`src/hw/mem_qos_macros.svh`:
```
// Memory port widths, fixed transaction IDs and burst length
// QoS levels, weights and latency limits for fetch and data tags
`ifndef MEM_QOS_MACROS_SVH
`define MEM_QOS_MACROS_SVH

// ------------------------------
// Request and response fields
// ------------------------------
`define MEM_ADDR_W 32
`define MEM_DATA_W 32
`define MEM_STRB_W 4
`define MEM_ID_W 4
`define MEM_BURST_W 3

// One ID per requester, responses are routed on it
`define MEM_ID_FETCH 4'd0
`define MEM_ID_DATA 4'd1

// Fetches always read a whole word
`define MEM_STRB_FULL 4'hF
// Single beat only
`define MEM_BURST_SINGLE 3'd0

// ------------------------------
// QoS tag fields
// ------------------------------
`define QOS_LEVEL_W 3
`define QOS_WEIGHT_W 4
`define QOS_LAT_W 8
`define QOS_CORE_W 4
`define QOS_VIOL_W 32

// Priority levels, higher wins
`define QOS_LEVEL_CRITICAL 3'd7
`define QOS_LEVEL_HIGH 3'd5
`define QOS_LEVEL_MEDIUM_HIGH 3'd4
`define QOS_LEVEL_MEDIUM 3'd3

// Bandwidth weights
`define QOS_WEIGHT_CRITICAL 4'd15
`define QOS_WEIGHT_HIGH 4'd12
`define QOS_WEIGHT_MEDIUM_HIGH 4'd8
`define QOS_WEIGHT_MEDIUM 4'd6

// Latency limits in cycles
`define QOS_LAT_FETCH_CRIT 8'd4
`define QOS_LAT_FETCH_NORM 8'd16
`define QOS_LAT_DATA_CRIT 8'd8
`define QOS_LAT_LOAD_NORM 8'd32
`define QOS_LAT_STORE_NORM 8'd64

`endif

```
`src/hw/mem_qos_pkg.sv`:
```
// Request, response and QoS tag types for the core memory port
`default_nettype none

`include "mem_qos_macros.svh"

package mem_qos_pkg;

    // ------------------------------
    // Memory request channel
    // ------------------------------

    // One beat on the shared request channel
    typedef struct packed {
        logic [`MEM_ADDR_W-1:0]  addr;
        // High for a store
        logic                    write;
        logic [`MEM_STRB_W-1:0]  strb;
        logic [`MEM_DATA_W-1:0]  wdata;
        // Selects the response target
        logic [`MEM_ID_W-1:0]    id;
        logic [`MEM_BURST_W-1:0] burst_len;
    } mem_req_t;

    // ------------------------------
    // Memory response channel
    // ------------------------------

    typedef struct packed {
        logic [`MEM_ID_W-1:0]   id;
        logic [`MEM_DATA_W-1:0] rdata;
        // Bus error on this access
        logic                   error;
    } mem_rsp_t;

    // ------------------------------
    // QoS tag
    // ------------------------------

    // Travels next to each request to the system arbiter
    typedef struct packed {
        logic [`QOS_LEVEL_W-1:0]  level;
        // Set for instruction fetches
        logic                     fetch_not_data;
        // Tie-break between equal levels
        logic                     urgent;
        logic                     guaranteed_bw;
        logic [`QOS_WEIGHT_W-1:0] weight;
        // Deadline in cycles
        logic [`QOS_LAT_W-1:0]    max_latency;
        logic [`QOS_CORE_W-1:0]   core_id;
        logic                     preemptable;
        logic                     real_time;
    } qos_tag_t;

endpackage : mem_qos_pkg

`default_nettype wire

```
`src/hw/core_mem_port.sv`:
```
// Core memory port: QoS tag policy, request arbiter, response router
`timescale 1ns/1ps
`default_nettype none

`include "mem_qos_macros.svh"

module core_mem_port
    import mem_qos_pkg::*;
#(
    // Core number, 0 to 15
    parameter int unsigned CORE_ID = 0
) (
    input  logic                   clk_i,
    input  logic                   rst_ni,

    // ------------------------------
    // QoS control
    // ------------------------------
    input  logic                   qos_enable_i,
    input  logic                   exception_pending_i,
    input  qos_tag_t               base_qos_i,
    output logic [`QOS_VIOL_W-1:0] qos_violations_o,

    // ------------------------------
    // Requesters
    // ------------------------------
    input  logic                   fetch_req_valid_i,
    input  logic [`MEM_ADDR_W-1:0] fetch_req_addr_i,
    output logic                   fetch_req_ready_o,
    input  logic                   data_req_valid_i,
    input  logic                   data_req_write_i,
    input  logic [`MEM_ADDR_W-1:0] data_req_addr_i,
    input  logic [`MEM_STRB_W-1:0] data_req_strb_i,
    input  logic [`MEM_DATA_W-1:0] data_req_wdata_i,
    output logic                   data_req_ready_o,

    // ------------------------------
    // Memory side
    // ------------------------------
    output logic                   mem_req_valid_o,
    output mem_req_t               mem_req_o,
    output qos_tag_t               mem_qos_o,
    input  logic                   mem_req_ready_i,
    input  logic                   mem_rsp_valid_i,
    input  mem_rsp_t               mem_rsp_i,
    output logic                   mem_rsp_ready_o,

    // Responses back to the requesters
    output logic                   fetch_rsp_valid_o,
    output mem_rsp_t               fetch_rsp_o,
    input  logic                   fetch_rsp_ready_i,
    output logic                   data_rsp_valid_o,
    output mem_rsp_t               data_rsp_o,
    input  logic                   data_rsp_ready_i
);

    // Tags from policy to arbiter
    qos_tag_t fetch_tag;
    qos_tag_t data_tag;

    // Write bit picks store or load tag
    mem_qos_policy #(
        .CORE_ID (CORE_ID)
    ) u_policy (
        .exception_pending_i (exception_pending_i),
        .data_write_i        (data_req_write_i),
        .fetch_tag_o         (fetch_tag),
        .data_tag_o          (data_tag)
    );

    mem_req_arbiter u_arbiter (
        .clk_i             (clk_i),
        .rst_ni            (rst_ni),
        .qos_enable_i      (qos_enable_i),
        .fetch_tag_i       (fetch_tag),
        .data_tag_i        (data_tag),
        .base_tag_i        (base_qos_i),
        .fetch_req_valid_i (fetch_req_valid_i),
        .fetch_req_addr_i  (fetch_req_addr_i),
        .fetch_req_ready_o (fetch_req_ready_o),
        .data_req_valid_i  (data_req_valid_i),
        .data_req_write_i  (data_req_write_i),
        .data_req_addr_i   (data_req_addr_i),
        .data_req_strb_i   (data_req_strb_i),
        .data_req_wdata_i  (data_req_wdata_i),
        .data_req_ready_o  (data_req_ready_o),
        .mem_req_valid_o   (mem_req_valid_o),
        .mem_req_o         (mem_req_o),
        .mem_qos_o         (mem_qos_o),
        .mem_req_ready_i   (mem_req_ready_i),
        .qos_violations_o  (qos_violations_o)
    );

    mem_rsp_router u_router (
        .mem_rsp_valid_i   (mem_rsp_valid_i),
        .mem_rsp_i         (mem_rsp_i),
        .mem_rsp_ready_o   (mem_rsp_ready_o),
        .fetch_rsp_valid_o (fetch_rsp_valid_o),
        .fetch_rsp_o       (fetch_rsp_o),
        .fetch_rsp_ready_i (fetch_rsp_ready_i),
        .data_rsp_valid_o  (data_rsp_valid_o),
        .data_rsp_o        (data_rsp_o),
        .data_rsp_ready_i  (data_rsp_ready_i)
    );

endmodule : core_mem_port

`default_nettype wire

```
`src/hw/mem_qos_policy.sv`:
```
// QoS tag policy for instruction fetches and data accesses
`timescale 1ns/1ps
`default_nettype none

`include "mem_qos_macros.svh"

module mem_qos_policy
    import mem_qos_pkg::*;
#(
    parameter int unsigned CORE_ID = 0
) (
    // Any pipeline stage holds an exception
    input  logic     exception_pending_i,
    // Write bit of the pending data request
    input  logic     data_write_i,
    output qos_tag_t fetch_tag_o,
    output qos_tag_t data_tag_o
);

    // Core number as carried in the tag
    localparam logic [`QOS_CORE_W-1:0] CORE_TAG = CORE_ID[`QOS_CORE_W-1:0];

    // ------------------------------
    // Fetch tag
    // ------------------------------

    always_comb begin : proc_fetch_tag
        fetch_tag_o                = '0;
        fetch_tag_o.fetch_not_data = 1'b1;
        // Fetches always reserve bandwidth
        fetch_tag_o.guaranteed_bw  = 1'b1;
        fetch_tag_o.core_id        = CORE_TAG;
        if (exception_pending_i) begin
            // Handler fetch must not wait
            fetch_tag_o.level       = `QOS_LEVEL_CRITICAL;
            fetch_tag_o.weight      = `QOS_WEIGHT_CRITICAL;
            fetch_tag_o.max_latency = `QOS_LAT_FETCH_CRIT;
            fetch_tag_o.urgent      = 1'b1;
            fetch_tag_o.real_time   = 1'b1;
            fetch_tag_o.preemptable = 1'b0;
        end else begin
            fetch_tag_o.level       = `QOS_LEVEL_HIGH;
            fetch_tag_o.weight      = `QOS_WEIGHT_HIGH;
            fetch_tag_o.max_latency = `QOS_LAT_FETCH_NORM;
            fetch_tag_o.urgent      = 1'b0;
            fetch_tag_o.real_time   = 1'b0;
            fetch_tag_o.preemptable = 1'b1;
        end
    end

    // ------------------------------
    // Data tag
    // ------------------------------

    always_comb begin : proc_data_tag
        data_tag_o                = '0;
        data_tag_o.fetch_not_data = 1'b0;
        data_tag_o.core_id        = CORE_TAG;
        if (exception_pending_i) begin
            // Exception outranks the fetch stream too
            data_tag_o.level         = `QOS_LEVEL_CRITICAL;
            data_tag_o.weight        = `QOS_WEIGHT_CRITICAL;
            data_tag_o.max_latency   = `QOS_LAT_DATA_CRIT;
            data_tag_o.urgent        = 1'b1;
            data_tag_o.real_time     = 1'b1;
            data_tag_o.preemptable   = 1'b0;
            data_tag_o.guaranteed_bw = 1'b1;
        end else begin
            data_tag_o.urgent        = 1'b0;
            data_tag_o.real_time     = 1'b0;
            data_tag_o.preemptable   = 1'b1;
            data_tag_o.guaranteed_bw = 1'b0;
            if (data_write_i) begin
                // Stores can be buffered, lowest level
                data_tag_o.level       = `QOS_LEVEL_MEDIUM;
                data_tag_o.weight      = `QOS_WEIGHT_MEDIUM;
                data_tag_o.max_latency = `QOS_LAT_STORE_NORM;
            end else begin
                data_tag_o.level       = `QOS_LEVEL_MEDIUM_HIGH;
                data_tag_o.weight      = `QOS_WEIGHT_MEDIUM_HIGH;
                data_tag_o.max_latency = `QOS_LAT_LOAD_NORM;
            end
        end
    end

endmodule : mem_qos_policy

`default_nettype wire

```
`src/hw/mem_req_arbiter.sv`:
```
// Fetch/data arbiter for the shared memory request channel
// Also counts cycles stalled by memory back-pressure
`timescale 1ns/1ps
`default_nettype none

`include "mem_qos_macros.svh"

module mem_req_arbiter
    import mem_qos_pkg::*;
(
    input  logic                   clk_i,
    input  logic                   rst_ni,
    input  logic                   qos_enable_i,
    input  qos_tag_t               fetch_tag_i,
    input  qos_tag_t               data_tag_i,
    // Tag sent while QoS is off
    input  qos_tag_t               base_tag_i,
    // Fetch requester
    input  logic                   fetch_req_valid_i,
    input  logic [`MEM_ADDR_W-1:0] fetch_req_addr_i,
    output logic                   fetch_req_ready_o,
    // Data requester
    input  logic                   data_req_valid_i,
    input  logic                   data_req_write_i,
    input  logic [`MEM_ADDR_W-1:0] data_req_addr_i,
    input  logic [`MEM_STRB_W-1:0] data_req_strb_i,
    input  logic [`MEM_DATA_W-1:0] data_req_wdata_i,
    output logic                   data_req_ready_o,
    // Shared channel
    output logic                   mem_req_valid_o,
    output mem_req_t               mem_req_o,
    output qos_tag_t               mem_qos_o,
    input  logic                   mem_req_ready_i,
    output logic [`QOS_VIOL_W-1:0] qos_violations_o
);

    mem_req_t               fetch_req;
    mem_req_t               data_req;
    logic                   fetch_wins;
    logic                   stalled;
    logic [`QOS_VIOL_W-1:0] viol_cnt_q;

    // ------------------------------
    // Request beats
    // ------------------------------

    // Fetch is a single-word read
    always_comb begin : proc_fetch_req
        fetch_req.addr      = fetch_req_addr_i;
        fetch_req.write     = 1'b0;
        fetch_req.strb      = `MEM_STRB_FULL;
        fetch_req.wdata     = '0;
        fetch_req.id        = `MEM_ID_FETCH;
        fetch_req.burst_len = `MEM_BURST_SINGLE;
    end

    always_comb begin : proc_data_req
        data_req.addr      = data_req_addr_i;
        data_req.write     = data_req_write_i;
        data_req.strb      = data_req_strb_i;
        data_req.wdata     = data_req_wdata_i;
        data_req.id        = `MEM_ID_DATA;
        data_req.burst_len = `MEM_BURST_SINGLE;
    end

    // ------------------------------
    // Winner select
    // ------------------------------

    always_comb begin : proc_fetch_wins
        fetch_wins = 1'b0;
        if (fetch_req_valid_i && data_req_valid_i) begin
            if (fetch_tag_i.level > data_tag_i.level) begin
                fetch_wins = 1'b1;
            end else if (fetch_tag_i.level == data_tag_i.level) begin
                // Urgency breaks a tie, data otherwise
                fetch_wins = fetch_tag_i.urgent && !data_tag_i.urgent;
            end
        end else if (fetch_req_valid_i) begin
            fetch_wins = 1'b1;
        end
    end

    always_comb begin : proc_channel
        mem_req_valid_o   = 1'b0;
        mem_req_o         = '0;
        mem_qos_o         = '0;
        fetch_req_ready_o = 1'b0;
        data_req_ready_o  = 1'b0;
        if (qos_enable_i) begin
            if (fetch_wins) begin
                mem_req_valid_o   = 1'b1;
                mem_req_o         = fetch_req;
                mem_qos_o         = fetch_tag_i;
                fetch_req_ready_o = mem_req_ready_i;
            end else if (data_req_valid_i) begin
                mem_req_valid_o  = 1'b1;
                mem_req_o        = data_req;
                mem_qos_o        = data_tag_i;
                data_req_ready_o = mem_req_ready_i;
            end else begin
                // Idle, both sides may present
                fetch_req_ready_o = 1'b1;
                data_req_ready_o  = 1'b1;
            end
        end else begin
            // Fixed priority to fetch
            mem_req_valid_o   = fetch_req_valid_i || data_req_valid_i;
            mem_req_o         = fetch_req_valid_i ? fetch_req : data_req;
            mem_qos_o         = base_tag_i;
            fetch_req_ready_o = mem_req_ready_i && fetch_req_valid_i;
            data_req_ready_o  = mem_req_ready_i && !fetch_req_valid_i;
        end
    end

    // ------------------------------
    // Violation counter
    // ------------------------------

    // Request held against back-pressure
    assign stalled = mem_req_valid_o && !mem_req_ready_i && qos_enable_i;

    always_ff @(posedge clk_i or negedge rst_ni) begin : proc_viol_cnt
        if (!rst_ni) begin
            viol_cnt_q <= '0;
        end else if (stalled) begin
            viol_cnt_q <= viol_cnt_q + 1'b1;
        end
    end

    assign qos_violations_o = viol_cnt_q;

endmodule : mem_req_arbiter

`default_nettype wire

```
`src/hw/mem_rsp_router.sv`:
```
// Response router from the memory channel to fetch or data by ID
`timescale 1ns/1ps
`default_nettype none

`include "mem_qos_macros.svh"

module mem_rsp_router
    import mem_qos_pkg::*;
(
    input  logic     mem_rsp_valid_i,
    input  mem_rsp_t mem_rsp_i,
    output logic     mem_rsp_ready_o,
    // Fetch side
    output logic     fetch_rsp_valid_o,
    output mem_rsp_t fetch_rsp_o,
    input  logic     fetch_rsp_ready_i,
    // Data side
    output logic     data_rsp_valid_o,
    output mem_rsp_t data_rsp_o,
    input  logic     data_rsp_ready_i
);

    logic to_fetch;

    // Fetch owns one ID, everything else is data
    assign to_fetch = (mem_rsp_i.id == `MEM_ID_FETCH);

    always_comb begin : proc_route
        fetch_rsp_valid_o = 1'b0;
        fetch_rsp_o       = '0;
        data_rsp_valid_o  = 1'b0;
        data_rsp_o        = '0;
        // Nothing to take, so always accept
        mem_rsp_ready_o   = 1'b1;
        if (mem_rsp_valid_i) begin
            if (to_fetch) begin
                fetch_rsp_valid_o = 1'b1;
                fetch_rsp_o       = mem_rsp_i;
                mem_rsp_ready_o   = fetch_rsp_ready_i;
            end else begin
                data_rsp_valid_o = 1'b1;
                data_rsp_o       = mem_rsp_i;
                mem_rsp_ready_o  = data_rsp_ready_i;
            end
        end
    end

endmodule : mem_rsp_router

`default_nettype wire
```
`config.mk`:
```
export PLATFORM = sky130hd
export DESIGN_NAME = core_mem_port
export DESIGN_NICKNAME = d
export VERILOG_FILES = /design/src/hw/mem_qos_pkg.sv /design/src/hw/core_mem_port.sv /design/src/hw/mem_qos_policy.sv /design/src/hw/mem_req_arbiter.sv /design/src/hw/mem_rsp_router.sv
export VERILOG_INCLUDE_DIRS = /design/src /design/src/hw
export SDC_FILE = /design/constraint.sdc
export NUM_CORES = 1
export LEC_CHECK = 0
export BUFFER_PORTS_ARGS = -buffer_cell sky130_fd_sc_hd__buf_2
export CAP_MARGIN = 20
export CORE_AREA = 2 2 150 152
export CTS_CLUSTER_DIAMETER = 100
export DETAILED_ROUTE_END_ITERATION = 10
export DIE_AREA = 0 0 152 154
export GPL_TIMING_DRIVEN = 0
export SYNTH_ARGS = -nofsm -noshare
export SYNTH_HDL_FRONTEND = slang
export SYNTH_HIERARCHICAL = 1
export SYNTH_SLANG_ARGS = --single-unit
export TNS_END_PERCENT = 1
```
`constraint.sdc`:
```
create_clock -name clk_i -period 2.6 [get_ports clk_i]
set_input_delay 0.39 -clock clk_i [delete_from_list [all_inputs] [get_ports clk_i]]
set_output_delay 0.39 -clock clk_i [all_outputs]
set_load 0.01 [all_outputs]
```
---- After elaboration in Yosys (flattened, before gate mapping) ----
Cells that the tools add are included.
storage, ports and cells
  word-level logic and storage cells ...... 53
  bits of input ports ..................... 172
  bits in registers ....................... 32
  output and inout port bits .............. 212
operators by class
  multiplexer cells ....................... 38
  magnitude comparators ................... 1
  equal/unequal tests ..................... 1
  reductions and logical operators ........ 11
  add/sub/neg operators ................... 1
operators with widths
  cell                     number
  $mux W76                 4
  $mux W37                 4
  $mux W24                 3
  $add A32 B1 Y32 const B  1
  $mux W1                  20
  $mux W14                 1
  $mux W12                 1
  $mux W10                 1
  $logic_and A1 B1 Y1      6
  $mux W3                  2
  $logic_not A4 Y1         1
  $mux W2                  2
  $eq A3 B3 Y1             1
  $gt A3 B3 Y1             1
  $logic_not A1 Y1         3
  $logic_or A1 B1 Y1       1

---- Logic depth before layout (Yosys ltp) ----
  depth after elaboration ................. 11
  mapped depth ............................ 11
  depth with buffers taken out ............ 8

---- Cells and area by module ----
Netlist, hierarchy kept.
modules (own cells, without submodules)
  module           seq. area each (um^2)  cells an instance  times used  area an instance (um^2)
  mem_req_arbiter  800.8                  400                1           3168.0
  mem_rsp_router   0.0                    98                 1           621.8
  mem_qos_policy   0.0                    50                 1           356.6

---- Least setup slack after synthesis ----
OpenSTA, ideal clock, no wires.
  path type ............................... input-to-output
  from .................................... in data_req_write_i
  to ...................................... out mem_qos_o[10] in the netlist's numbering
  stages .................................. 10
  arrival time ............................ 2.301 ns
  path buffers ............................ 3
  path slack .............................. -0.091 ns
  cell sequence ........................... or2_1 > buf_4 > inv_1 > ha_1 > a211oi_1 > o21ai_0 > and3_1 > clkbuf_1 > clkbuf_1 > a221o_1
RTL lines
  element      RTL line             RTL
  from (decl)  core_mem_port.sv:31  input logic data_req_write_i,
  to (decl)    core_mem_port.sv:42  output qos_tag_t mem_qos_o,

==> impl_metrics.env <==
export IMPL_outcome="finished, violations left"
export IMPL_violations="setup timing"
export IMPL_fin_ws_ns=-0.1686
export IMPL_first_iter_violations=345
export IMPL_synth_seq_cells=32
export IMPL_r2r_slack_ns=0.54
export IMPL_vias=5526
export IMPL_crit_required_ns=2.21
export IMPL_postSynthAreaPerCell_sq_um=7.567
export IMPL_fp_dieW_microns=152
export IMPL_postRouteAntennaNets=0
export IMPL_place_congestion=0.8384
export IMPL_rsz0062_at_grt="true"
export IMPL_cts_htree_levels=2
export IMPL_netlist_area_sq_um=4146
export IMPL_slew_violations=0
export IMPL_n_antenna_cell=0
export IMPL_place_ws_ns=-0.9803
export IMPL_grt_pass1_wl_mm=26.99
export IMPL_hold_viol=0
export IMPL_grt_total_usage=0.1376
export IMPL_crit_path_frequent_cell="buf_6"
export IMPL_synthXorXnorAreaFrac=0.06548
export IMPL_endpoint_kind="output pin"
export IMPL_crit_path_start="exception_pending_i"
export IMPL_largest_reg_flops=32
export IMPL_power_density_nw_per_um2=327.0
export IMPL_cp_endpoint="mem_qos_o[21]"
export IMPL_r2r_cells=7
export IMPL_wl_per_cell_microns=14.45
export IMPL_clock_sinks=32
export IMPL_dieArea_sq_um=23410
export IMPL_ir_drop_uv=280.4
export IMPL_grt_antenna_before_repair=0
export IMPL_netlist_instances=548
export IMPL_dp_cells=1231
export IMPL_tightestPinTransition_ns=0.7035
export IMPL_drive_gt1_frac=0.5326
export IMPL_finalCriticalPeriod_ns=2.769
export IMPL_cts_root_buf="clkbuf_16"
export IMPL_post_drt_via_cell_ratio=4.431
export IMPL_synth_main_ff_cell="dfrtp_1"
export IMPL_cts_inserted_buffers=5
export IMPL_timing_rr_end="u_arbiter/qos_violations_o[26]"
export IMPL_setup_tns_final_ns=-7.552
export IMPL_path_cells="buf_12, or2_4, buf_6, inv_4, ha_4, a211oi_4, buf_4, nor2_4, a21oi_4, buf_6, a221o_1, buf_2"
export IMPL_ys_warn_count=6
export IMPL_wl_mm=18.02
export IMPL_critical_path_class="in -> out"
export IMPL_grt_max_degree=33
export IMPL_async_flop_share=1.000
export IMPL_clkLatencyLatePin_ns=0.27
export IMPL_fin_nets=1143
export IMPL_ios=384
export IMPL_cp_start_kind="input pin"
export IMPL_initial_core_util=0.1912
export IMPL_io_buffers=371
export IMPL_ys_types=43
export IMPL_grt_pass1_vias=5098
export IMPL_synth_compound_area_frac=0.1192
export IMPL_drtPass1Iterations=4
export IMPL_num_rows=54
export IMPL_core_sq_um=21690
export IMPL_clock_path_buffers=2
export IMPL_cts_tree="yes"
export IMPL_synth_simple_area_share=0.4448
export IMPL_synth_edf_count=0
export IMPL_cp_max_fo=10
export IMPL_die_y_microns=154
export IMPL_min_path_type="in -> async"
export IMPL_timing_rr_start="u_arbiter/qos_violations_o[0]"
export IMPL_overflow=0
export IMPL_setup_viol=79
export IMPL_total_power_mw=2.317
export IMPL_synthToLayoutAreaGrowth_pct=70.85
export IMPL_max_cap_violations=0
export IMPL_clk_pin_slew_worst_paths_ns=0.05
export IMPL_leakage_nw=4.084
export IMPL_drcViolationCount=0
export IMPL_worst_ep_arrival_time_ns=2.38
export IMPL_post_route_period_util=1.065
export IMPL_critPathMaxStageDelay_ns=0.32
export IMPL_hold_ws_ns=0.1741
export IMPL_finClkSkew_ns=0.004283
export IMPL_synth_mux_area_frac=0.002716
export IMPL_fmax_ghz=0.3612
export IMPL_synth_top_family_by_area="simple AND/OR/NAND/NOR gates"
export IMPL_crit_path_top_delay_cell="a211oi_4"
export IMPL_synthAdderAreaFrac=0.01207
export IMPL_seq_area_frac_synth=0.1931
export IMPL_dp_hpwl_mm=14.79
export IMPL_fin_cells=1247
export IMPL_slew_headroom=0.5310
worst max-delay path, delay by kind of cell:
| family | cells | cell delay [ns] |
|---|---|---|
| buf+inv | 6 | 0.77 |
| compound gates | 3 | 0.70 |
| simple gates | 2 | 0.31 |
| fa+ha+maj | 1 | 0.19 |
how the worst min path moves through the flow:
stage                                   startpoint                              to  slack (ns)  depth (start not counted)
floorplan                                   rst_ni   u_arbiter/qos_violations_o[0]        0.09                          0
global placement    u_arbiter/qos_violations_o[31]  u_arbiter/qos_violations_o[31]        0.45                          1
detailed placement  u_arbiter/qos_violations_o[31]  u_arbiter/qos_violations_o[31]        0.46                          1
CTS                                         rst_ni  u_arbiter/qos_violations_o[15]        0.20                          1
global route                                rst_ni  u_arbiter/qos_violations_o[27]        0.25                          1
finish                                      rst_ni  u_arbiter/qos_violations_o[29]        0.17                          1
report_power, final:
| group | internal (mW) | total, mW | switching, mW |
|---|---|---|---|
| clock network | 0.346 | 0.529 | 0.183 |
| registers | 0.545 | 0.610 | 0.0652 |
| logic | 0.566 | 1.18 | 0.612 |
cells by family (layout without fill, tap and decap cells):
kind of cell | after synthesis | count (layout)
simple gates | 296 | 296
buf+inv | 110 | 497
compound gates | 70 | 70
flops | 32 | 32
xor+xnor | 31 | 31
fa+ha+maj | 4 | 4
other cells | 4 | 36
mux | 1 | 1
synth_stat cells (10+ instances only):
cell type  instances  area, sq um
nor2b_1           27        168.9
and3_1            71        444.2
dfrtp_1           32        800.8
nand2_1           10        37.54
xnor2_1           25        219.0
a221o_1           24        240.2
nand3_1           13        65.06
and3b_1           31        271.5
buf_4             54        405.4
nor2_1            16        60.06
and2_1            37        231.5
clkbuf_1          41        153.9
a21oi_1           37        185.2
nor3_1            63        315.3
what timing repair did:
item	in CTS	in global routing
gates resized for setup	65	33
hold buffers	0	0
setup endpoints to repair	89	89
buffers inserted	9	0
pin swaps	8	6
gates cloned	1	0
layer usage:
metal	global-route usage	wire, microns	part of all wire
met5	0	0	0
met4	0.02848	307	0.017
met3	0.02593	1244	0.069
met2	0.2344	8629	0.48
met1	0.1816	7840	0.44
stage by stage:
step           instance area, sq um  utilization
2_1_floorplan                  4272            -
3_3_place_gp                   6479       0.2987
3_5_place_dp                   6479       0.2987
4_1_cts                        6927       0.3194
5_1_grt                        7084       0.3266
6_report                       7084       0.3266
cells in the final DEF (no fill, tap or decap), types with 2 or more instances in the layout:
master and n:
a21oi_1 36, a221o_1 24, and2_1 37, and3_1 70, and3b_1 31, and4_1 4, buf_2 371, buf_4 62
buf_6 10, buf_8 3, clkbuf_1 29, clkbuf_16 5, clkbuf_8 6, conb_1 36, dfrtp_1 32, ha_4 3
inv_1 7, nand2_1 10, nand2b_1 3, nand3_1 12, nand3_2 2, nand4_1 8, nor2_1 15, nor2_2 2
nor2b_1 27, nor3_1 32, nor3_2 31, nor4_4 2, or4b_4 2, xnor2_1 25, xor2_1 6
area by class of cell:
class | instances | area [sq um]
inverter | 8 | 32.53
clock buffer | 6 | 128.9
clock inverter | 1 | 5.005
sequential | 32 | 800.8
multi-input combinational | 438 | 3072
buffer | 101 | 729.5
fill | 2356 | 14600
tap | 280 | 350.3
timing repair buffer | 381 | 1966
(Power assumes the default switching activity.)
